[config.mk]
export PLATFORM = sky130hd
export DESIGN_NAME = backup_sequencer
export DESIGN_NICKNAME = d
export VERILOG_FILES = /design/src/design/backup_cfg_pkg.sv /design/src/design/backup_types_pkg.sv /design/src/design/backup_sequencer.sv
export SDC_FILE = /design/constraint.sdc
export NUM_CORES = 1
export LEC_CHECK = 0
export ABC_AREA = 0
export ABC_CLOCK_PERIOD_IN_PS = 2900
export BUFFER_PORTS_ARGS = -buffer_cell sky130_fd_sc_hd__buf_2
export CAP_MARGIN = 40
export CORE_UTILIZATION = 55
export CTS_CLUSTER_DIAMETER = 30
export DETAILED_ROUTE_END_ITERATION = 8
export PLACE_DENSITY = 0.82
export SETUP_SLACK_MARGIN = 0.4
export SKIP_CTS_REPAIR_TIMING = 1
export SKIP_LAST_GASP = 1
export SLEW_MARGIN = 20
export SYNTH_ARGS = -nofsm -noshare
export SYNTH_HDL_FRONTEND = slang
export SYNTH_SLANG_ARGS = --single-unit
[constraint.sdc]
create_clock -name clk_sys -period 2.9 [get_ports clk_sys]
set_input_delay 0.58 -clock clk_sys [delete_from_list [all_inputs] [get_ports clk_sys]]
set_output_delay 0.58 -clock clk_sys [all_outputs]
set_load 0.005 [all_outputs]
[src/design/backup_cfg_pkg.sv]
`default_nettype none

package backup_cfg_pkg;

	// ==============================
	// Widths
	// ==============================
	localparam int BUF_AW    = 8;   // 256 words per 512-byte sector
	localparam int WORD_W    = 16;  // SD buffer and memory word
	localparam int LBA_W     = 9;   // Sector index into the save image
	localparam int SAVE_SZ_W = 9;   // Last sector index of the save

	typedef logic [LBA_W-1:0]     lba_t;
	typedef logic [WORD_W-1:0]    word_t;
	typedef logic [BUF_AW-1:0]    buf_addr_t;
	typedef logic [SAVE_SZ_W-1:0] save_sz_t;

	// ==============================
	// Sector counts
	// ==============================
	// A load always pulls the largest image the core can use
	localparam lba_t LOAD_LAST_SECTOR = 9'd256;

	// Masks ORed into the save size, one per save type
	localparam save_sz_t MASK_EEPROM = 9'h00F;  // 8 KB
	localparam save_sz_t MASK_SRAM   = 9'h03F;  // 32 KB
	localparam save_sz_t MASK_FLASH  = 9'h07F;  // 64 KB, bit 7 added for 1M parts

endpackage

`default_nettype wire

[src/design/backup_types_pkg.sv]
`default_nettype none

package backup_types_pkg;

	// Sequencer states, loads run READ/WAIT/XFER and saves XFER/WRITE/WAIT
	typedef enum logic [2:0] {
		IDLE,
		LD_READ,
		LD_WAIT,
		LD_XFER,
		SV_XFER,
		SV_WRITE,
		SV_WAIT
	} seq_state_t;

	// One buffer word per ISSUE/AWAIT pair
	typedef enum logic {
		ISSUE,
		AWAIT
	} xfer_step_t;

endpackage

`default_nettype wire

[src/design/backup_sequencer.sv]
`default_nettype none

module backup_sequencer
	import backup_cfg_pkg::*;
	import backup_types_pkg::*;
#(
	parameter lba_t LAST_LOAD = LOAD_LAST_SECTOR
) (
	input  wire      clk_sys,
	input  wire      reset,
	input  wire      bk_load,      // Level requests from the menu
	input  wire      bk_save,
	input  wire      bk_autosave,
	input  wire      bk_ena,
	input  wire      pending,
	input  save_sz_t save_sz,
	input  wire      sd_ack,
	output lba_t     sd_lba,
	output logic     sd_rd,
	output logic     sd_wr,
	output logic     bk_busy,
	output logic     xfer_start,
	output logic     xfer_load,    // 1 = buffer to memory
	input  wire      xfer_done
);

	seq_state_t state;
	logic       old_load, old_save, old_auto, old_ack;
	logic       load_rise, save_rise, auto_rise;
	logic       ack_fall;

	assign load_rise = bk_load & ~old_load;
	assign save_rise = bk_save & ~old_save;
	assign auto_rise = bk_autosave & ~old_auto & pending;  // Only a dirty save autosaves
	assign ack_fall  = old_ack & ~sd_ack;                  // SD host finished the sector

	assign bk_busy = (state != IDLE);

	// ==============================
	// Sector sequencing
	// ==============================
	always_ff @(posedge clk_sys) begin
		if (reset) begin
			state      <= IDLE;
			sd_lba     <= '0;
			sd_rd      <= 1'b0;
			sd_wr      <= 1'b0;
			xfer_start <= 1'b0;
			xfer_load  <= 1'b0;
			old_load   <= 1'b0;
			old_save   <= 1'b0;
			old_auto   <= 1'b0;
			old_ack    <= 1'b0;
		end else begin
			old_load <= bk_load;
			old_save <= bk_save;
			old_auto <= bk_autosave;
			old_ack  <= sd_ack;

			// Requests drop once the host takes them
			if (~old_ack & sd_ack) begin
				sd_rd <= 1'b0;
				sd_wr <= 1'b0;
			end

			case (state)
				IDLE: begin
					sd_lba <= '0;
					if (bk_ena && (load_rise || save_rise || auto_rise)) begin
						xfer_load <= load_rise;  // Load wins over a save in the same cycle
						if (load_rise) begin
							state <= LD_READ;
						end else begin
							xfer_start <= 1'b1;  // Save fills the buffer first
							state      <= SV_XFER;
						end
					end
				end

				// Load: SD into buffer, then buffer into memory
				LD_READ: begin
					sd_rd <= 1'b1;
					state <= LD_WAIT;
				end
				LD_WAIT: if (ack_fall) begin
					xfer_start <= 1'b1;
					state      <= LD_XFER;
				end
				LD_XFER: if (xfer_done) begin
					xfer_start <= 1'b0;
					sd_lba     <= sd_lba + 1'b1;
					state      <= (sd_lba == LAST_LOAD) ? IDLE : LD_READ;
				end

				// Save: memory into buffer, then buffer out to SD
				SV_XFER: if (xfer_done) begin
					xfer_start <= 1'b0;
					state      <= SV_WRITE;
				end
				SV_WRITE: begin
					sd_wr <= 1'b1;
					state <= SV_WAIT;
				end
				SV_WAIT: if (ack_fall) begin
					sd_lba <= sd_lba + 1'b1;
					if (sd_lba == save_sz) begin
						state <= IDLE;       // Last sector of the save written
					end else begin
						xfer_start <= 1'b1;
						state      <= SV_XFER;
					end
				end

				default: state <= IDLE;
			endcase
		end
	end

	// ==============================
	// Checks
	// ==============================
	a_sd_exclusive: assert property (@(posedge clk_sys) disable iff (reset)
		!(sd_rd && sd_wr));

	// Buffer belongs to the SD host while it acknowledges
	a_xfer_after_ack: assert property (@(posedge clk_sys) disable iff (reset)
		$rose(xfer_start) |-> !sd_ack);

endmodule

`default_nettype wire

==> impl.org <==
** Timing
- The final max-slew violation count came to 0.
- The final hold violation count is 0.
- Endpoints failing setup :: 0
- Derived from the worst setup path, the maximum achievable clock frequency is ~480 MHz.
- Final critical path time including I/O delays and setup :: between 2 and 2.5 ns
- The final critical path takes up a little under three quarters of the cycle.
- Setup repair after global routing left no endpoint under its margin.
- Smallest hold slack :: slightly below 0.5 ns
- The worst pin sits at a relative slew slack of about 69%.
- For the pin with the worst max-slew slack, the measured transition is between 0.4 and 0.5 ns.
- For the final database, setup skew stands at roughly 0.0054 ns.
- Fin Setup TNS :: 0 ns

** Logic synthesis
- Yosys mapped the design onto 40 distinct sky130hd cell types.
- Proportion of synthesized chip area in sequential cells :: between 30% and 40%
- Post-Syn Instances :: between 100 and 150
- Dominant register cell in the synthesized netlist :: dfxtp_1
- Number of flops mapped to enable cells by yosys :: 0
- A synthesized cell averages approximately 8.7 um2.
- In this run the cell area of the synthesized design comes to approximately 1200 um2.
- Share of synthesized registers carrying an async set or reset :: 0%
- Counting flops and latches in the post-synthesis netlist gives 20.
- Warning count from the yosys run :: 0
- Synthesized netlist net count :: about 150

** Critical path
- Endpoint required time on the critical path :: roughly 2.3 ns
- STA classifies the critical path startpoint as a register.
- Worst path arrival time :: 1.50 ns
- Largest fanout on the critical path :: 15
- The worst setup path is captured at an output port.
- Critical path class :: register to output port

** Floorplan
- Initial Utilization :: about three fifths
- Overall die width :: slightly below 50 um
- Die ar. :: 2311 um2
- Row cnt :: 16
- Number of top-level design ports :: 32
- The total area inside the core boundary comes to between 1500 and 2000 um2.
- From bottom edge to top edge, the die measures 48.07 um.

** Route
- In this run the remaining antenna-violating nets after routing total 0.
- Residual DRC :: 0
- Routed vias/inst :: 5.831
- Routed vias :: around 1,100
- Post-detailed-route wirelength per cell :: 13.88 um
- Total iterations of the first detailed-routing run :: 4
- The first routing iteration left 31 violations.
- The final layout contains routed wiring with a total length of 2.624 mm.

** Clock network
- Clock transition at path regs :: ~0.1 ns
- CTS HTree Levels :: 1
- In this run, CTS created clock tree buffers numbering 3.
- Worst-skew pair later-pin latency :: around 0.31 ns
- For this design, the sink count on the clock tree is 20.
- CTS root buf :: clkbuf_4
- CTS tree :: built
- Buffer depth of the longest clock path :: 2

** Global routing
- Entering global routing, the biggest net connects 16 pins.
- Initial antenna violation count :: 0
- GRT Total Usage :: 24.11%
- The number of global-route vias before repair is 917.
- Total grt overflow :: 0
- The first global-routing pass estimated between 3 and 4 mm of wire.

** Flow run
- Across the run, the number of max-cap violations was 0.

** Placement
- Final weighted congestion in routability-driven placement :: 0.7843
- Post-DP HPWL :: slightly below 2 mm
- Count of input and output buffers :: 31
- Summing all placed instances gives a cell area of 1315 um2.

** Layout
- Count of nets after finishing :: approximately 180
- Cells with a size suffix above 1 make up between 20 and 30% of the layout.
- Layout area overhead :: 15.76%
- Final core utilization :: just under 70%
- With fillers left out, the area of the finished cells amounts to about 1400 um2.
- After filler insertion, the fill cell instance count of the layout stands at around 170.
- 0 antenna diodes ended up in the layout.

** Power
- Power density cells :: approximately 630 nW/um2
- Maximum resistive drop on vdd :: 0.0003897 V
- For this design the static power due to leakage is slightly above 0.6 nW.
- Power comes to 848.2 uW.

** Outcome
- Run status :: completed

** Worst hold path
- The min-delay analysis places its worst path in the category input port to register.
## per-layer routing
layer	wire, um	up-vias	global-route usage (%)
met2	1285	53	38.65
met3	155	6	3.396
met4	34	0	8.889
met1	1148	505	32.73
li1	-	538	-
met5	0	-	0
## synthesized netlist by cell type (2+ instances only)
cell	n	share of area (%)
nor3_1	2	0.86
o21ai_0	3	1.3
a21oi_1	7	3.0
ha_1	2	2.1
nor4bb_1	2	1.7
clkbuf_1	2	0.64
nand3_1	2	0.86
inv_1	5	1.6
nor2_1	18	5.8
nor2b_1	8	4.3
o2111ai_1	5	3.8
buf_2	3	1.3
nor4b_1	3	2.3
dfxtp_1	20	34
xor2_1	16	12
nand2b_1	4	2.1
and3_1	5	2.7
nand2_1	3	0.96
or2_2	2	1.1
a22oi_1	2	1.3
## registers in the layout, indices dropped and copies added, names as in the netlist
register	flops
state	3
xfer_load	1
xfer_start	1
old_ack	1
old_save	1
old_auto	1
sd_wr	1
old_load	1
sd_rd	1
sd_lba	9
## power breakdown
group	internal (mW)	switching [mW]	total (mW)
combinational	0.145	0.179	0.324
clock	0.0769	0.0877	0.165
sequential	0.304	0.0554	0.360
total	0.526	0.322	0.848
## metrics by stage
stage          setup WS [ns]  cells
2_1_floorplan          1.328    134
3_3_place_gp           1.149    185
3_5_place_dp           1.064    185
4_1_cts               0.8312    189
5_1_grt               0.7328    189
6_report              0.8225    189
## worst max-delay path: stages (launching register included)
cell	delay (ns)
dfxtp_1	0.45
or2_2	0.42
nor2_4	0.15
inv_1	0.05
buf_2	0.12
## path summary, 6_finish.rpt
check / startpoint / slack [ns] / end / cells after the start
max: state[2] / 0.82 / bk_busy / 4
min: bk_autosave / 0.50 / old_auto / 2
max reg2reg: state[0] / 1.07 / sd_lba[7] / 5
min reg2reg: xfer_start / 0.50 / xfer_start / 2
## cell type report
| cell class | count | area [um2] | area share [%] |
|---|---|---|---|
| inverter | 5 | 18.77 | 1.389 |
| clock buffer | 4 | 36.28 | 2.685 |
| timing repair buffer | 31 | 155.1 | 11.48 |
| tap | 27 | 33.78 | 2.500 |
| multi-input combinational | 102 | 706.9 | 52.31 |
| sequential | 20 | 400.4 | 29.63 |
## logic make-up (layout without fill, tap and decap cells)
kind of cell / count (synthesis) / after routing / share of synthesized area (%)
buf+inv: 12 / 40 / 5.145
fa+ha+maj: 2 / 2 / 2.143
xor+xnor: 16 / 16 / 12.00
mux: 1 / 1 / 0.8575
compound gates: 30 / 30 / 19.94
flops: 20 / 20 / 34.30
simple gates: 53 / 53 / 25.62
## layout by cell type (no fill, tap or decap)
cell type,n
o22ai_1,1
o211ai_2,1
and3b_1,1
nand2_1,3
a21oi_4,1
o31ai_1,1
nor3_1,2
nor2b_1,8
xor2_1,16
or2_2,2
nand4b_1,1
o221ai_1,1
ha_1,2
nand3_1,2
clkbuf_4,3
a32oi_1,1
nor4bb_1,2
a311o_1,1
a21oi_2,1
o21ai_0,3
a31oi_1,1
a22oi_1,2
nor2_4,1
o221a_2,1
o2111ai_1,5
mux2i_1,1
a32o_1,1
nor4b_1,3
dfxtp_1,20
nor2_1,18
nor4_1,1
o311ai_0,1
a21oi_1,7
buf_2,31
nand2b_1,4
inv_1,5
clkbuf_8,1
and3_1,5
a211o_1,1
Note: power is estimated with default switching activity, not from simulation.
