File: src/design/backup_cfg_pkg.sv
`default_nettype none

package backup_cfg_pkg;

	// ==============================
	// Widths
	// ==============================
	localparam int BUF_AW    = 8;   // 256 words per 512-byte sector
	localparam int WORD_W    = 16;  // SD buffer and memory word
	localparam int LBA_W     = 9;   // Sector index into the save image
	localparam int SAVE_SZ_W = 9;   // Last sector index of the save

	typedef logic [LBA_W-1:0]     lba_t;
	typedef logic [WORD_W-1:0]    word_t;
	typedef logic [BUF_AW-1:0]    buf_addr_t;
	typedef logic [SAVE_SZ_W-1:0] save_sz_t;

	// ==============================
	// Sector counts
	// ==============================
	// A load always pulls the largest image the core can use
	localparam lba_t LOAD_LAST_SECTOR = 9'd256;

	// Masks ORed into the save size, one per save type
	localparam save_sz_t MASK_EEPROM = 9'h00F;  // 8 KB
	localparam save_sz_t MASK_SRAM   = 9'h03F;  // 32 KB
	localparam save_sz_t MASK_FLASH  = 9'h07F;  // 64 KB, bit 7 added for 1M parts

endpackage

`default_nettype wire

File: src/design/backup_types_pkg.sv
`default_nettype none

package backup_types_pkg;

	// Sequencer states, loads run READ/WAIT/XFER and saves XFER/WRITE/WAIT
	typedef enum logic [2:0] {
		IDLE,
		LD_READ,
		LD_WAIT,
		LD_XFER,
		SV_XFER,
		SV_WRITE,
		SV_WAIT
	} seq_state_t;

	// One buffer word per ISSUE/AWAIT pair
	typedef enum logic {
		ISSUE,
		AWAIT
	} xfer_step_t;

endpackage

`default_nettype wire

File: src/design/buf_port_if.sv
`default_nettype none

// Memory-side port of the sector buffer
interface buf_port_if import backup_cfg_pkg::*; #(
	parameter int AW = BUF_AW
);
	logic [AW-1:0] addr;   // Word address inside the sector
	logic          we;     // Write strobe, one word per clock
	word_t         wdata;  // Word from the memory channel
	word_t         rdata;  // Registered read, one clock behind addr

	// Transfer engine side
	modport xfer (output addr, output we, output wdata, input rdata);

	// RAM side
	modport ram (input addr, input we, input wdata, output rdata);

endinterface

`default_nettype wire

File: src/design/sector_transfer.sv
`default_nettype none

module sector_transfer
	import backup_cfg_pkg::*;
	import backup_types_pkg::*;
#(
	parameter int AW = BUF_AW
) (
	input  wire             clk_sys,
	input  wire             reset,
	input  wire             xfer_start,
	input  wire             xfer_load,
	input  lba_t            sd_lba,
	output logic            xfer_done,
	output logic [AW+7:0]   mem_addr,
	output word_t           mem_din,
	output logic            mem_req,
	output logic            mem_rnw,
	input  word_t           mem_dout,
	input  wire             mem_ready,
	buf_port_if.xfer        bport
);

	xfer_step_t    step;
	logic [AW-1:0] cnt;   // Word inside the sector

	assign mem_addr = {sd_lba[7:0], cnt};
	assign mem_rnw  = ~xfer_load;            // Load writes memory, save reads it
	assign mem_din  = bport.rdata;           // Valid from the first AWAIT cycle

	assign bport.addr  = cnt;
	assign bport.wdata = mem_dout;
	assign bport.we    = (step == AWAIT) && mem_ready && !xfer_load;

	// ==============================
	// Word walk
	// ==============================
	always_ff @(posedge clk_sys) begin
		if (reset || !xfer_start) begin
			cnt       <= '0;
			step      <= ISSUE;
			mem_req   <= 1'b0;
			xfer_done <= 1'b0;
		end else begin
			mem_req <= 1'b0;                   // Single-cycle request
			case (step)
				ISSUE: if (!xfer_done) begin
					mem_req <= 1'b1;
					step    <= AWAIT;
				end
				AWAIT: if (mem_ready) begin
					step <= ISSUE;
					if (&cnt) xfer_done <= 1'b1;  // Word 255 finished
					else      cnt       <= cnt + 1'b1;
				end
				default: step <= ISSUE;
			endcase
		end
	end

	// One word in flight at a time on the memory channel
	a_one_outstanding: assert property (@(posedge clk_sys) disable iff (reset)
		mem_req |=> !mem_req until_with mem_ready);

endmodule

`default_nettype wire

File: src/flat_wrapper.sv
// flat-port wrapper written by rule: the top's interface ports become plain ports
module sector_transfer_flat import backup_cfg_pkg::*; import backup_types_pkg::*;
#(
	parameter int AW = BUF_AW
)
  (clk_sys, reset, xfer_start, xfer_load, sd_lba, xfer_done, mem_addr, mem_din, mem_req, mem_rnw, mem_dout, mem_ready, bport_addr, bport_we, bport_wdata, bport_rdata);
  buf_port_if #(.AW(AW)) bport_i ();
  input  wire clk_sys;
  input  wire reset;
  input  wire xfer_start;
  input  wire xfer_load;
  input  lba_t sd_lba;
  output logic xfer_done;
  output logic [AW+7:0] mem_addr;
  output word_t mem_din;
  output logic mem_req;
  output logic mem_rnw;
  input  word_t mem_dout;
  input  wire mem_ready;
  output wire logic [$bits(bport_i.addr)-1:0] bport_addr;
  output wire logic [$bits(bport_i.we)-1:0] bport_we;
  output wire logic [$bits(bport_i.wdata)-1:0] bport_wdata;
  input wire logic [$bits(bport_i.rdata)-1:0] bport_rdata;
  assign bport_addr = bport_i.addr;
  assign bport_we = bport_i.we;
  assign bport_wdata = bport_i.wdata;
  assign bport_i.rdata = bport_rdata;
  sector_transfer #(.AW(AW)) u_core (.clk_sys(clk_sys), .reset(reset), .xfer_start(xfer_start), .xfer_load(xfer_load), .sd_lba(sd_lba), .xfer_done(xfer_done), .mem_addr(mem_addr), .mem_din(mem_din), .mem_req(mem_req), .mem_rnw(mem_rnw), .mem_dout(mem_dout), .mem_ready(mem_ready), .bport(bport_i));
endmodule
File: config.mk
export PLATFORM = sky130hd
export DESIGN_NAME = sector_transfer_flat
export DESIGN_NICKNAME = d
export VERILOG_FILES = /design/src/design/backup_cfg_pkg.sv /design/src/design/backup_types_pkg.sv /design/src/design/buf_port_if.sv /design/src/design/sector_transfer.sv /design/src/flat_wrapper.sv
export SDC_FILE = /design/constraint.sdc
export NUM_CORES = 1
export LEC_CHECK = 0
export BUFFER_PORTS_ARGS = -buffer_cell sky130_fd_sc_hd__buf_2
export CAP_MARGIN = 20
export CORE_MARGIN = 4
export CORE_UTILIZATION = 32
export DETAILED_ROUTE_END_ITERATION = 7
export GPL_ROUTABILITY_DRIVEN = 0
export PLACE_DENSITY = 0.85
export REMOVE_ABC_BUFFERS = 1
export SLEW_MARGIN = 30
export SYNTH_ARGS = -nofsm -noshare
export SYNTH_HDL_FRONTEND = slang
export SYNTH_SLANG_ARGS = --single-unit
export TNS_END_PERCENT = 30
File: constraint.sdc
create_clock -name clk_sys -period 1.7 [get_ports clk_sys]
set_clock_uncertainty 0.1 [all_clocks]
set_input_delay 0.34 -clock clk_sys [delete_from_list [all_inputs] [get_ports clk_sys]]
set_output_delay 0.34 -clock clk_sys [all_outputs]
set_load 0.05 [all_outputs]
==> results.tsv <==
stage	metric	value	unit
outcome	status	finished, final reports clean	
grt	first-pass GRT wire length	3960	µm
cells_and_area	Register Area	220	µm²
synthesis	Yosys reg bits	11	
timing	fin crit period	1620	ps
synthesis	Compound-Gate Fraction of Synth Area	7.85	%
cells_and_area	fin nets	132	
routing	DRC Markers	0	
clocking	CTS H-Tree Depth	1	
placement	Post-DP HPWL	2900	µm
clocking	Clock Latency Late Sink	280	ps
cells_and_area	Finished Layout Cells	114	
timing	final setup margin	79.3	ps
cells_and_area	fin util	28.3	%
synthesis	largest family of logic cells by synthesized area	buffers and inverters	
synthesis	Post-Synth Simple-Gate Area	14.3	%
placement	port buffer count	24	
synthesis	register area share after synthesis	25.1	%
floorplanning	CORE AREA	0.00254	mm²
routing	ANT nets after route	0	
floorplanning	Rows	18	
timing	setup_tns	0	ps
timing	final setup violating endpoints	0	
clocking	CTS Sinks	11	
synthesis	Async SR Flop Fraction	0	%
synthesis	mux cell area share after synthesis	1.14	%
run	max cap viols	0	
synthesis	Yosys warnings	0	
floorplanning	Initial Utilization	34.5	%
cells_and_area	Multi-input gate area	280	µm²
routing	vias	580	
synthesis	post-synth top area cell	buf_4	
synthesis	top post-synthesis cells by count	48 x buf_4, 11 x dfxtp_1, 10 x nor2_1	
setup_path	Worst Path Required	1760	ps
placement	Setup WS pre-CTS	85.5	ps
setup_path	crit path DAT	1680	ps
synthesis	Synth top area share	41.1	%
synthesis	Top FF cell, synth	dfxtp_1	
synthesis	most numerous cell in the Yosys netlist	buf_4	
grt	largest net degree at the start of global routing	12	
min_path	Worst Hold Path Cells	1	
synthesis	post-synthesis adder-cell area fraction	1.43	%
synthesis	Post-synth EDFFs	0	
setup_path	reg2reg start	u_core.bport.addr[1]$_SDFFE_PP0P_	
floorplanning	die width	60.4	µm
timing	final hold vios	0	
routing	met3 wire len	923	µm
cells_and_area	layout cell share with drive strength beyond 1	41.7	%
grt	Tot GR Track Use	17.3	%
setup_path	Worst Path Max Fanout	5	
routing	Initial DRT Pass Iterations	4	
synthesis	Gate Count Post-Synth	102	
routing	wire length on met2	1340	µm
setup_path	worst reg-to-reg path cell count	5	
routing	Metal-1 WL	915	µm
timing	Final Max Tran Viols	0	
clocking	CTS tree	yes	
min_path	Worst Hold End	u_core.mem_req$_SDFF_PP0_	
clocking	clock transition at the registers of the reported paths	70	ps
clocking	CTS Buf Count	3	
timing	max_slew headroom	73.0	%
setup_path	FF-to-FF End	u_core.bport.addr[7]$_SDFFE_PP0P_	
timing	RSZ-0062 raised after global routing	no	
clocking	Max Buffers Root-to-Sink	2	
routing	drt total wl	3210	µm
setup_path	FF-to-FF setup slack	80	ps
setup_path	Worst Setup Start Kind	flip-flop	
timing	Worst-Margin Slew	405	ps
power_and_ir_drop	LEAKAGE	0.000325	µW
grt	gr ovfl total	0	
floorplanning	I/O pin cnt	106	
timing	Fmax	617	MHz
power_and_ir_drop	VDD IR max	0.000222	V
floorplanning	Die Span Y	60.4	µm
min_path	Hold Path Class	flip-flop to flip-flop	
synthesis	synthesized area	877	µm²
routing	WL/cell	28.2	µm
setup_path	CP Launch Point	u_core.bport.addr[1]$_SDFFE_PP0P_	
power_and_ir_drop	Pwr Density	670	mW/mm²
grt	vias in the first global route	570	
grt	antenna violations before repair	0	
synthesis	largest cells by area after synthesis	buf_4 41%, dfxtp_1 25%, xnor2_1 5.0%	
synthesis	XOR/XNOR Fraction of Synth Area	6.99	%
setup_path	Worst Setup End Kind	flip-flop	
cells_and_area	# fillers	282	
synthesis	Synth cell types	25	
clocking	Clock Root Buffer	clkbuf_4	
floorplanning	die area	0.00364	mm²
timing	final worst path period share	95.3	%
min_path	hold wc startpoint	u_core.xfer_done$_SDFFE_PP0P_	
placement	placed cells	110	
cells_and_area	synth-to-layout area growth	-17.8	%
routing	First DRT Iteration DRCs	30	
synthesis	Syn Area/Cell	8.60	µm²
setup_path	CP Class	flip-flop to flip-flop	
routing	Top Layer Used	met4	
routing	via/cell ratio	5.09	
cells_and_area	Ant. Diodes	0	
[layer usage]
metal	vias up	global-route usage, %
met5	-	7.14
met4	0	5.70
met3	3	21.5
met2	72	25.2
met1	256	13.9
li1	249	-
[final cells by class]
type,instances,share of cell area [%]
well taps,30,5.21
inverters,1,0.521
flip-flops and latches,11,30.6
clock buffers,4,3.65
repair buffers,28,21.2
multi-input cells,40,38.9
[kinds of logic after synthesis]
family | count (synthesis)
buf+inv | 51
simple gates | 24
flops | 11
compound gates | 7
xor+xnor | 7
mux | 1
fa+ha+maj | 1
[sequential cells by signal, summed over array words and instances, names as in the netlist]
| signal | cells |
|---|---|
| u_core.xfer_done | 1 |
| u_core.step | 1 |
| u_core.mem_req | 1 |
| u_core.bport.addr | 8 |
[metrics by stage]
stage          hold WS, ps  total power, µW  area, µm²
2_1_floorplan          366              294        502
6_report               383              483        721
5_1_grt                402              504        721
4_1_cts                384              490        716
3_5_place_dp           370              308        689
3_3_place_gp           358              307        689
[worst max-delay path, stage by stage (launching register included)]
cell       delay [ps]
dfxtp_1           340
ha_1              220
and3_2            260
a2111oi_4         370
xnor2_1           160
nor2_1             50
[timing repair]
action,4_1_cts,5_1_grt
buffers inserted,0,0
hold buffers,0,0
resized for setup,0,2
endpoints found under the setup margin,0,1
[cells in the final DEF (no fill, tap or decap)]
master and count:
nand2_2 1, ha_1 1, and3_2 1, nor3_1 1, o2111ai_1 1, mux2i_1 1
a211oi_1 2, a21o_1 1, xnor2_1 5, dfxtp_1 11, nor3b_1 1, buf_4 4
xor2_1 2, a2111oi_4 1, nand2b_1 1, a21oi_1 2, nand4_1 2, nand2_1 2
nor2b_1 1, nor4_2 1, clkbuf_1 1, buf_2 23, nor2_1 10, clkbuf_4 4
nand3_1 2, inv_1 1, and4_1 1
[report_power, final]
group / internal, µW / leakage, µW / switching [µW]
registers: 261 / 0.0000891 / 2.64
clock network: 91.1 / 0.0000150 / 89.3
logic: 11.2 / 0.000220 / 27.9
[worst max path at each step]
stage                                              to  depth (start not counted)
global placement    u_core.bport.addr[7]$_SDFFE_PP0P_                          5
floorplan           u_core.bport.addr[1]$_SDFFE_PP0P_                          5
CTS                                          bport_we                          3
detailed placement  u_core.bport.addr[7]$_SDFFE_PP0P_                          5
global route        u_core.bport.addr[7]$_SDFFE_PP0P_                          5
finish              u_core.bport.addr[7]$_SDFFE_PP0P_                          5
Power figures use the tool's default switching activity.
