### config.mk
export PLATFORM = sky130hd
export DESIGN_NAME = save_size_tracker
export DESIGN_NICKNAME = d
export VERILOG_FILES = /design/src/design/backup_cfg_pkg.sv /design/src/design/save_size_tracker.sv
export SDC_FILE = /design/constraint.sdc
export NUM_CORES = 1
export LEC_CHECK = 0
export BUFFER_PORTS_ARGS = -buffer_cell sky130_fd_sc_hd__buf_2
export CORE_AREA = 3 3 40 42
export DETAILED_ROUTE_END_ITERATION = 16
export DIE_AREA = 0 0 43 45
export REMOVE_ABC_BUFFERS = 1
export SYNTH_ARGS = -nofsm -noshare
export SYNTH_HDL_FRONTEND = slang
export SYNTH_SLANG_ARGS = --single-unit
export TNS_END_PERCENT = 20
### constraint.sdc
create_clock -name clk_sys -period 1.55 [get_ports clk_sys]
set_input_delay 0.155 -clock clk_sys [delete_from_list [all_inputs] [get_ports clk_sys]]
set_output_delay 0.155 -clock clk_sys [all_outputs]
set_load 0.02 [all_outputs]
### src/design/backup_cfg_pkg.sv
`default_nettype none

package backup_cfg_pkg;

	// ==============================
	// Widths
	// ==============================
	localparam int BUF_AW    = 8;   // 256 words per 512-byte sector
	localparam int WORD_W    = 16;  // SD buffer and memory word
	localparam int LBA_W     = 9;   // Sector index into the save image
	localparam int SAVE_SZ_W = 9;   // Last sector index of the save

	typedef logic [LBA_W-1:0]     lba_t;
	typedef logic [WORD_W-1:0]    word_t;
	typedef logic [BUF_AW-1:0]    buf_addr_t;
	typedef logic [SAVE_SZ_W-1:0] save_sz_t;

	// ==============================
	// Sector counts
	// ==============================
	// A load always pulls the largest image the core can use
	localparam lba_t LOAD_LAST_SECTOR = 9'd256;

	// Masks ORed into the save size, one per save type
	localparam save_sz_t MASK_EEPROM = 9'h00F;  // 8 KB
	localparam save_sz_t MASK_SRAM   = 9'h03F;  // 32 KB
	localparam save_sz_t MASK_FLASH  = 9'h07F;  // 64 KB, bit 7 added for 1M parts

endpackage

`default_nettype wire

### src/design/save_size_tracker.sv
`default_nettype none

module save_size_tracker import backup_cfg_pkg::*; (
	input  wire      clk_sys,
	input  wire      reset,
	input  wire      cart_start,   // New cartridge, forget old size
	input  wire      bus_req,      // Core bus access strobe
	input  wire      save_eeprom,
	input  wire      save_sram,
	input  wire      save_flash,
	input  wire      flash_1m,     // 128 KB flash part
	input  wire      busy,         // Sequencer running
	output save_sz_t save_sz,
	output logic     bk_ena,
	output logic     pending
);

	save_sz_t size_or;   // Masks of all strobes seen this cycle
	logic     bk_write;  // Core wrote to its save memory

	// Flash grows to 256 sectors when the 1M flag is set
	always_comb begin
		size_or = '0;
		if (save_eeprom) size_or = size_or | MASK_EEPROM;
		if (save_sram)   size_or = size_or | MASK_SRAM;
		if (save_flash)  size_or = size_or | {1'b0, flash_1m, MASK_FLASH[6:0]};
	end

	assign bk_write = bus_req && (save_eeprom || save_sram || save_flash);

	// ==============================
	// Size and pending flag
	// ==============================
	always_ff @(posedge clk_sys) begin
		if (reset) begin
			save_sz <= '0;
			bk_ena  <= 1'b0;
			pending <= 1'b0;
		end else begin
			if (cart_start)
				save_sz <= '0;                  // Size only ever grows until next cart
			else if (bus_req)
				save_sz <= save_sz | size_or;

			bk_ena <= |save_sz;                // Nothing to move while size is zero

			if (bk_write)  pending <= 1'b1;    // Dirty until a transfer runs
			else if (busy) pending <= 1'b0;
		end
	end

endmodule

`default_nettype wire

==> results of run 1 <==
[routing by layer]
| metal | global-route usage (%) | up-vias | routed length, um |
|---|---|---|---|
| met3 | 8.37 | 4 | 90 |
| met5 | 0 | - | 0 |
| met4 | 3.61 | 0 | 8 |
| li1 | - | 149 | - |
| met2 | 11.4 | 12 | 323 |
| met1 | 8.56 | 124 | 277 |
[worst paths after layout]
path         startpoint    endpoint  slack, ns  cells after the start
max reg2reg  save_sz[5]      bk_ena       0.70                      2
min reg2reg  save_sz[2]  save_sz[2]       0.49                      1
min          cart_start  save_sz[7]       0.09                      2
max          save_sz[7]  save_sz[7]       0.59                      1
[through the flow]
step                      setup slack, ns  power, mW  area [um2]
after floorplan                     0.704      0.324         324
after global placement              0.630      0.356         433
after detailed placement            0.615      0.356         433
after CTS                           0.572      0.525         455
after global routing                0.538      0.549         455
final                               0.595      0.517         455
[kinds of logic (layout without fill, tap and decap cells)]
logic type	count (synthesis)	count (layout)
other	1	1
buffers and inverters	1	21
AOI/OAI and AO/OA	12	12
and+or+nand+nor	6	6
DFF	10	10
[flip-flops by register name, summed over array words and instances (netlist names)]
| register | count |
|---|---|
| pending | 1 |
| save_sz | 8 |
| bk_ena | 1 |
[layout make-up]
| type | instances | share of cell area [%] |
|---|---|---|
| sequential | 10 | 44.0 |
| tap | 15 | 4.12 |
| multi-input combinational | 19 | 27.2 |
| timing repair buffer | 18 | 19.8 |
| clock buffer | 3 | 4.95 |
[cells in the final DEF (no fill, tap or decap), drive strengths merged]
| cell type | count |
|---|---|
| dfxtp | 10 |
| o21ba | 1 |
| clkbuf | 3 |
| o31a | 1 |
| nor2 | 1 |
| a21oi | 2 |
| nor2b | 1 |
| buf | 18 |
| conb | 1 |
| nor3 | 2 |
| o21a | 7 |
| a31oi | 1 |
| nor4 | 2 |
[power breakdown]
group	total [mW]	switching, mW	internal [mW]
logic	0.0710	0.0412	0.0298
registers	0.278	0.00745	0.271
clock network	0.167	0.0782	0.0891
total	0.517	0.127	0.390
==> results.py, run 1 <==
metrics = {
    "run_status": {
        "status": "complete, no violations",
    },
    "cts": {
        "clock_latency_ns": 0.26,
        "cts_resized": 0,
        "post_cts.repair.setup_buffers": 0,
        "cts_made_buffers": 3,
        "cts_tree": "done",
        "cts.path.max_buffers": 2,
        "clkSinkCount": 10,
        "cts_hold_buf": 0,
        "cts_root_buffer": "clkbuf_4",
        "path_clk_slew_ns": 0.06,
        "cts_htree_levels": 1,
    },
    "setup_path": {
        "worst_ep_required_time_ns": 1.39,
        "critPathSlowestCell": "dfxtp_1",
        "path_buf_inv": 1,
        "crit_chain": "buf_2",
        "arrival_ns": 0.80,
        "end_kind": "output port",
        "critPathKind": "reg -> out",
        "crit_family": "flip-flops",
        "start_kind": "register",
        "cp_max_fo": 3,
        "critical_path.max_stage_delay_ns": 0.36,
    },
    "sta": {
        "tns_ns": 0,
        "finalSetupViolCount": 0,
        "rsz0062_at_grt": "no",
        "final_hold_viol_count": 0,
        "maxSlewViolCount": 0,
        "fin_crit_sh_pct": 61.6,
        "min_period_ns": 0.955,
        "finClkSkew_ns": 0.00336,
        "whs_ns": 0.0925,
        "clock.fmax_mhz": 1050,
    },
    "power_and_ir_drop": {
        "leakagePower_nw": 0.222,
        "p_per_area_nw_per_um2": 1130,
        "max-vdd-ir-drop_mv": 0.533,
    },
    "drt": {
        "drt_iter0_drc": 3,
        "routed-via-count": 289,
        "postRouteAntennaNets": 0,
        "drtPass1Iterations": 4,
        "wl_um": 700,
        "wl_per_cell_um": 10.8,
        "viasPerCell": 4.45,
        "drc": 0,
    },
    "finish": {
        "stdcell_count": 65,
        "diodes": 0,
        "fin_util_pct": 35.4,
        "multi_input_area_um2": 124,
        "regArea_um2": 200,
        "n_fill_cell": 141,
        "drive_above_1_share_pct": 42.0,
        "layout.nets": 61,
        "area_delta_synth_final_pct": 37.4,
    },
    "yosys": {
        "yosys.area.top_type": "dfxtp_1",
        "synth-adder-area-share_pct": 0,
        "synth.area.mux_share_pct": 0,
        "synth_top_area_share_pct": 60.4,
        "async_flop_share_pct": 0,
        "yosysMostFrequentCell": "dfxtp_1",
        "synth_area_leaders": "dfxtp_1, o21a_1, nor4_1, a21oi_1, nor3_1",
        "netlist_top_cells_count": "dfxtp_1, o21a_1, a21oi_1, nor3_1, nor4_1",
        "synth_top_family_by_area": "compound AO/OA/AOI/OAI gates",
        "synth_cell_type_count": 12,
        "syn_area_um2": 332,
        "ys_ff_latch": 10,
        "synth-edff-count": 0,
        "syn_avg_cell_area_um2": 11.1,
        "synthCells": 30,
        "ys_warn_count": 0,
        "synth_flop_cell": "dfxtp_1",
        "synth-xor-area-share_pct": 0,
        "synth-simple-area-share_pct": 9.81,
        "ys_seq_area_share_pct": 60.4,
        "synth_compound_area_share_pct": 26.4,
    },
    "floorplan": {
        "dieArea_um2": 1940,
        "die_w_um": 43,
        "die_height_um": 45,
        "ios": 20,
        "start_util_pct": 25.8,
        "fp-row-count": 13,
        "core-area_um2": 1280,
    },
    "grt": {
        "overflow": 0,
        "grt_pass1_wl_um": 1080,
        "grt_start_max_net_pins": 7,
        "grt_pass1_vias": 268,
        "antenna_found_initial": 0,
        "grt_usage_pct": 8.37,
    },
    "placed_design": {
        "numPortBuffers": 18,
        "hpwl_um": 549,
        "dp_cells": 62,
        "gp_congestion": 0.652,
    },
    "hold_path": {
        "hp-class": "in -> reg",
    },
    "flow_run": {
        "cap_violations": 0,
    },
}
(Power assumes the default switching activity.)
==> run 2, diff against run 1 <==
Clock period 1.55 ns to 0.9 ns, I/O delays scaled along.
==> results.py, run 2 (same netlist as run 1, synthesis figures left out) <==
metrics = {
    "run_status": {
        "status": "complete, no violations",
    },
    "floorplan": {
        "die_w_um": 43,
        "die_height_um": 45,
        "fp-row-count": 13,
        "core-area_um2": 1280,
        "dieArea_um2": 1940,
        "ios": 20,
        "start_util_pct": 25.8,
    },
    "grt": {
        "grt_pass1_wl_um": 1150,
        "grt_start_max_net_pins": 7,
        "grt_usage_pct": 8.81,
        "antenna_found_initial": 0,
        "grt_pass1_vias": 266,
        "overflow": 0,
    },
    "cts": {
        "cts_root_buffer": "clkbuf_4",
        "cts_htree_levels": 1,
        "cts_hold_buf": 0,
        "cts_made_buffers": 3,
        "clkSinkCount": 10,
        "cts_tree": "done",
        "path_clk_slew_ns": 0.06,
        "clock_latency_ns": 0.26,
        "cts.path.max_buffers": 2,
    },
    "sta": {
        "rsz0062_at_grt": "yes",
        "finalSetupViolCount": 0,
        "finClkSkew_ns": 0.00125,
        "clock.fmax_mhz": 1160,
        "whs_ns": 0.0237,
        "fin_crit_sh_pct": 95.7,
        "final_hold_viol_count": 0,
        "min_period_ns": 0.861,
        "maxSlewViolCount": 0,
    },
    "power_and_ir_drop": {
        "p_per_area_nw_per_um2": 1880,
        "max-vdd-ir-drop_mv": 0.950,
        "leakagePower_nw": 0.224,
    },
    "setup_path": {
        "crit_chain": "buf_2",
        "crit_family": "flip-flops",
        "worst_ep_required_time_ns": 0.81,
        "arrival_ns": 0.77,
        "critPathSlowestCell": "dfxtp_1",
        "critical_path.max_stage_delay_ns": 0.34,
        "path_buf_inv": 1,
        "critPathKind": "reg -> out",
        "cp_max_fo": 3,
        "start_kind": "register",
        "end_kind": "output port",
    },
    "drt": {
        "postRouteAntennaNets": 0,
        "wl_per_cell_um": 11.5,
        "viasPerCell": 4.58,
        "drtPass1Iterations": 1,
        "wl_um": 749,
        "drc": 0,
        "routed-via-count": 298,
        "drt_iter0_drc": 0,
    },
    "finish": {
        "drive_above_1_share_pct": 48.0,
        "diodes": 0,
        "mostFrequentLayoutCell": "buf_2",
        "area_delta_synth_final_pct": 43.8,
        "largest_register_ffs": 8,
        "top_regs": "save_sz (8), bk_ena (1), pending (1)",
        "design_area_um2": 477,
        "regMostFlops": "save_sz",
        "layout.nets": 61,
        "layout_common_cells": "buf_2, o21a_1, dfxtp_1, buf_4",
    },
    "placed_design": {
        "gp_congestion": 0.660,
        "numPortBuffers": 18,
        "placed_area_um2": 433,
    },
    "hold_path": {
        "hp-class": "in -> reg",
    },
    "flow_run": {
        "cap_violations": 0,
    },
}
[run 2: cell counts in the layout (fill, tap and decap cells not counted)]
Identical to the previous run, type by type.
[run 2: worst paths after layout]
| check | from | end | slack (ns) | cells past startpoint |
|---|---|---|---|---|
| max | save_sz[3] | save_sz[3] | 0.04 | 1 |
| min | cart_start | save_sz[7] | 0.02 | 2 |
| max reg2reg | save_sz[5] | bk_ena | 0.08 | 2 |
| min reg2reg | save_sz[1] | save_sz[1] | 0.48 | 1 |
[run 2: timing repair]
| item | CTS | global route |
|---|---|---|
| setup buffers | 0 | 0 |
| setup endpoints to repair | 1 | 7 |
| resized for setup | 1 | 9 |
| endpoints found under the hold margin | 0 | 0 |
[run 2: routing by layer]
layer / track usage (%) / routed length (um)
met1: 9.85 / 327
met2: 11.1 / 339
met3: 6.37 / 71
met4: 7.23 / 10
met5: 0 / 0
[run 2: through the flow]
step	setup TNS [ns]	cells	total power, mW	worst slack [ns]	utilization, %
final	0	65	0.898	0.0390	37.1
after global routing	-0.00268	65	0.955	-0.00268	37.1
after CTS	0	65	0.911	0.00389	35.6
after detailed placement	0	62	0.615	0.0119	33.7
after global placement	0	62	0.614	0.0222	33.7
after floorplan	0	29	0.559	0.0544	-
[run 2: cell type report]
class | count | area [um2]
Sequential cell | 10 | 204
Fill cell | 138 | 808
Tap cell | 15 | 18.8
Multi-Input combinational cell | 19 | 124
Clock buffer | 3 | 22.5
Timing Repair Buffer | 18 | 108
[run 2: power breakdown]
part	leakage, nW	switching (mW)	total, mW	internal [mW]
Combinational	0.126	0.0719	0.130	0.0584
Sequential	0.0835	0.0141	0.482	0.468
Clock	0.0138	0.133	0.286	0.153
Total	0.224	0.219	0.898	0.679
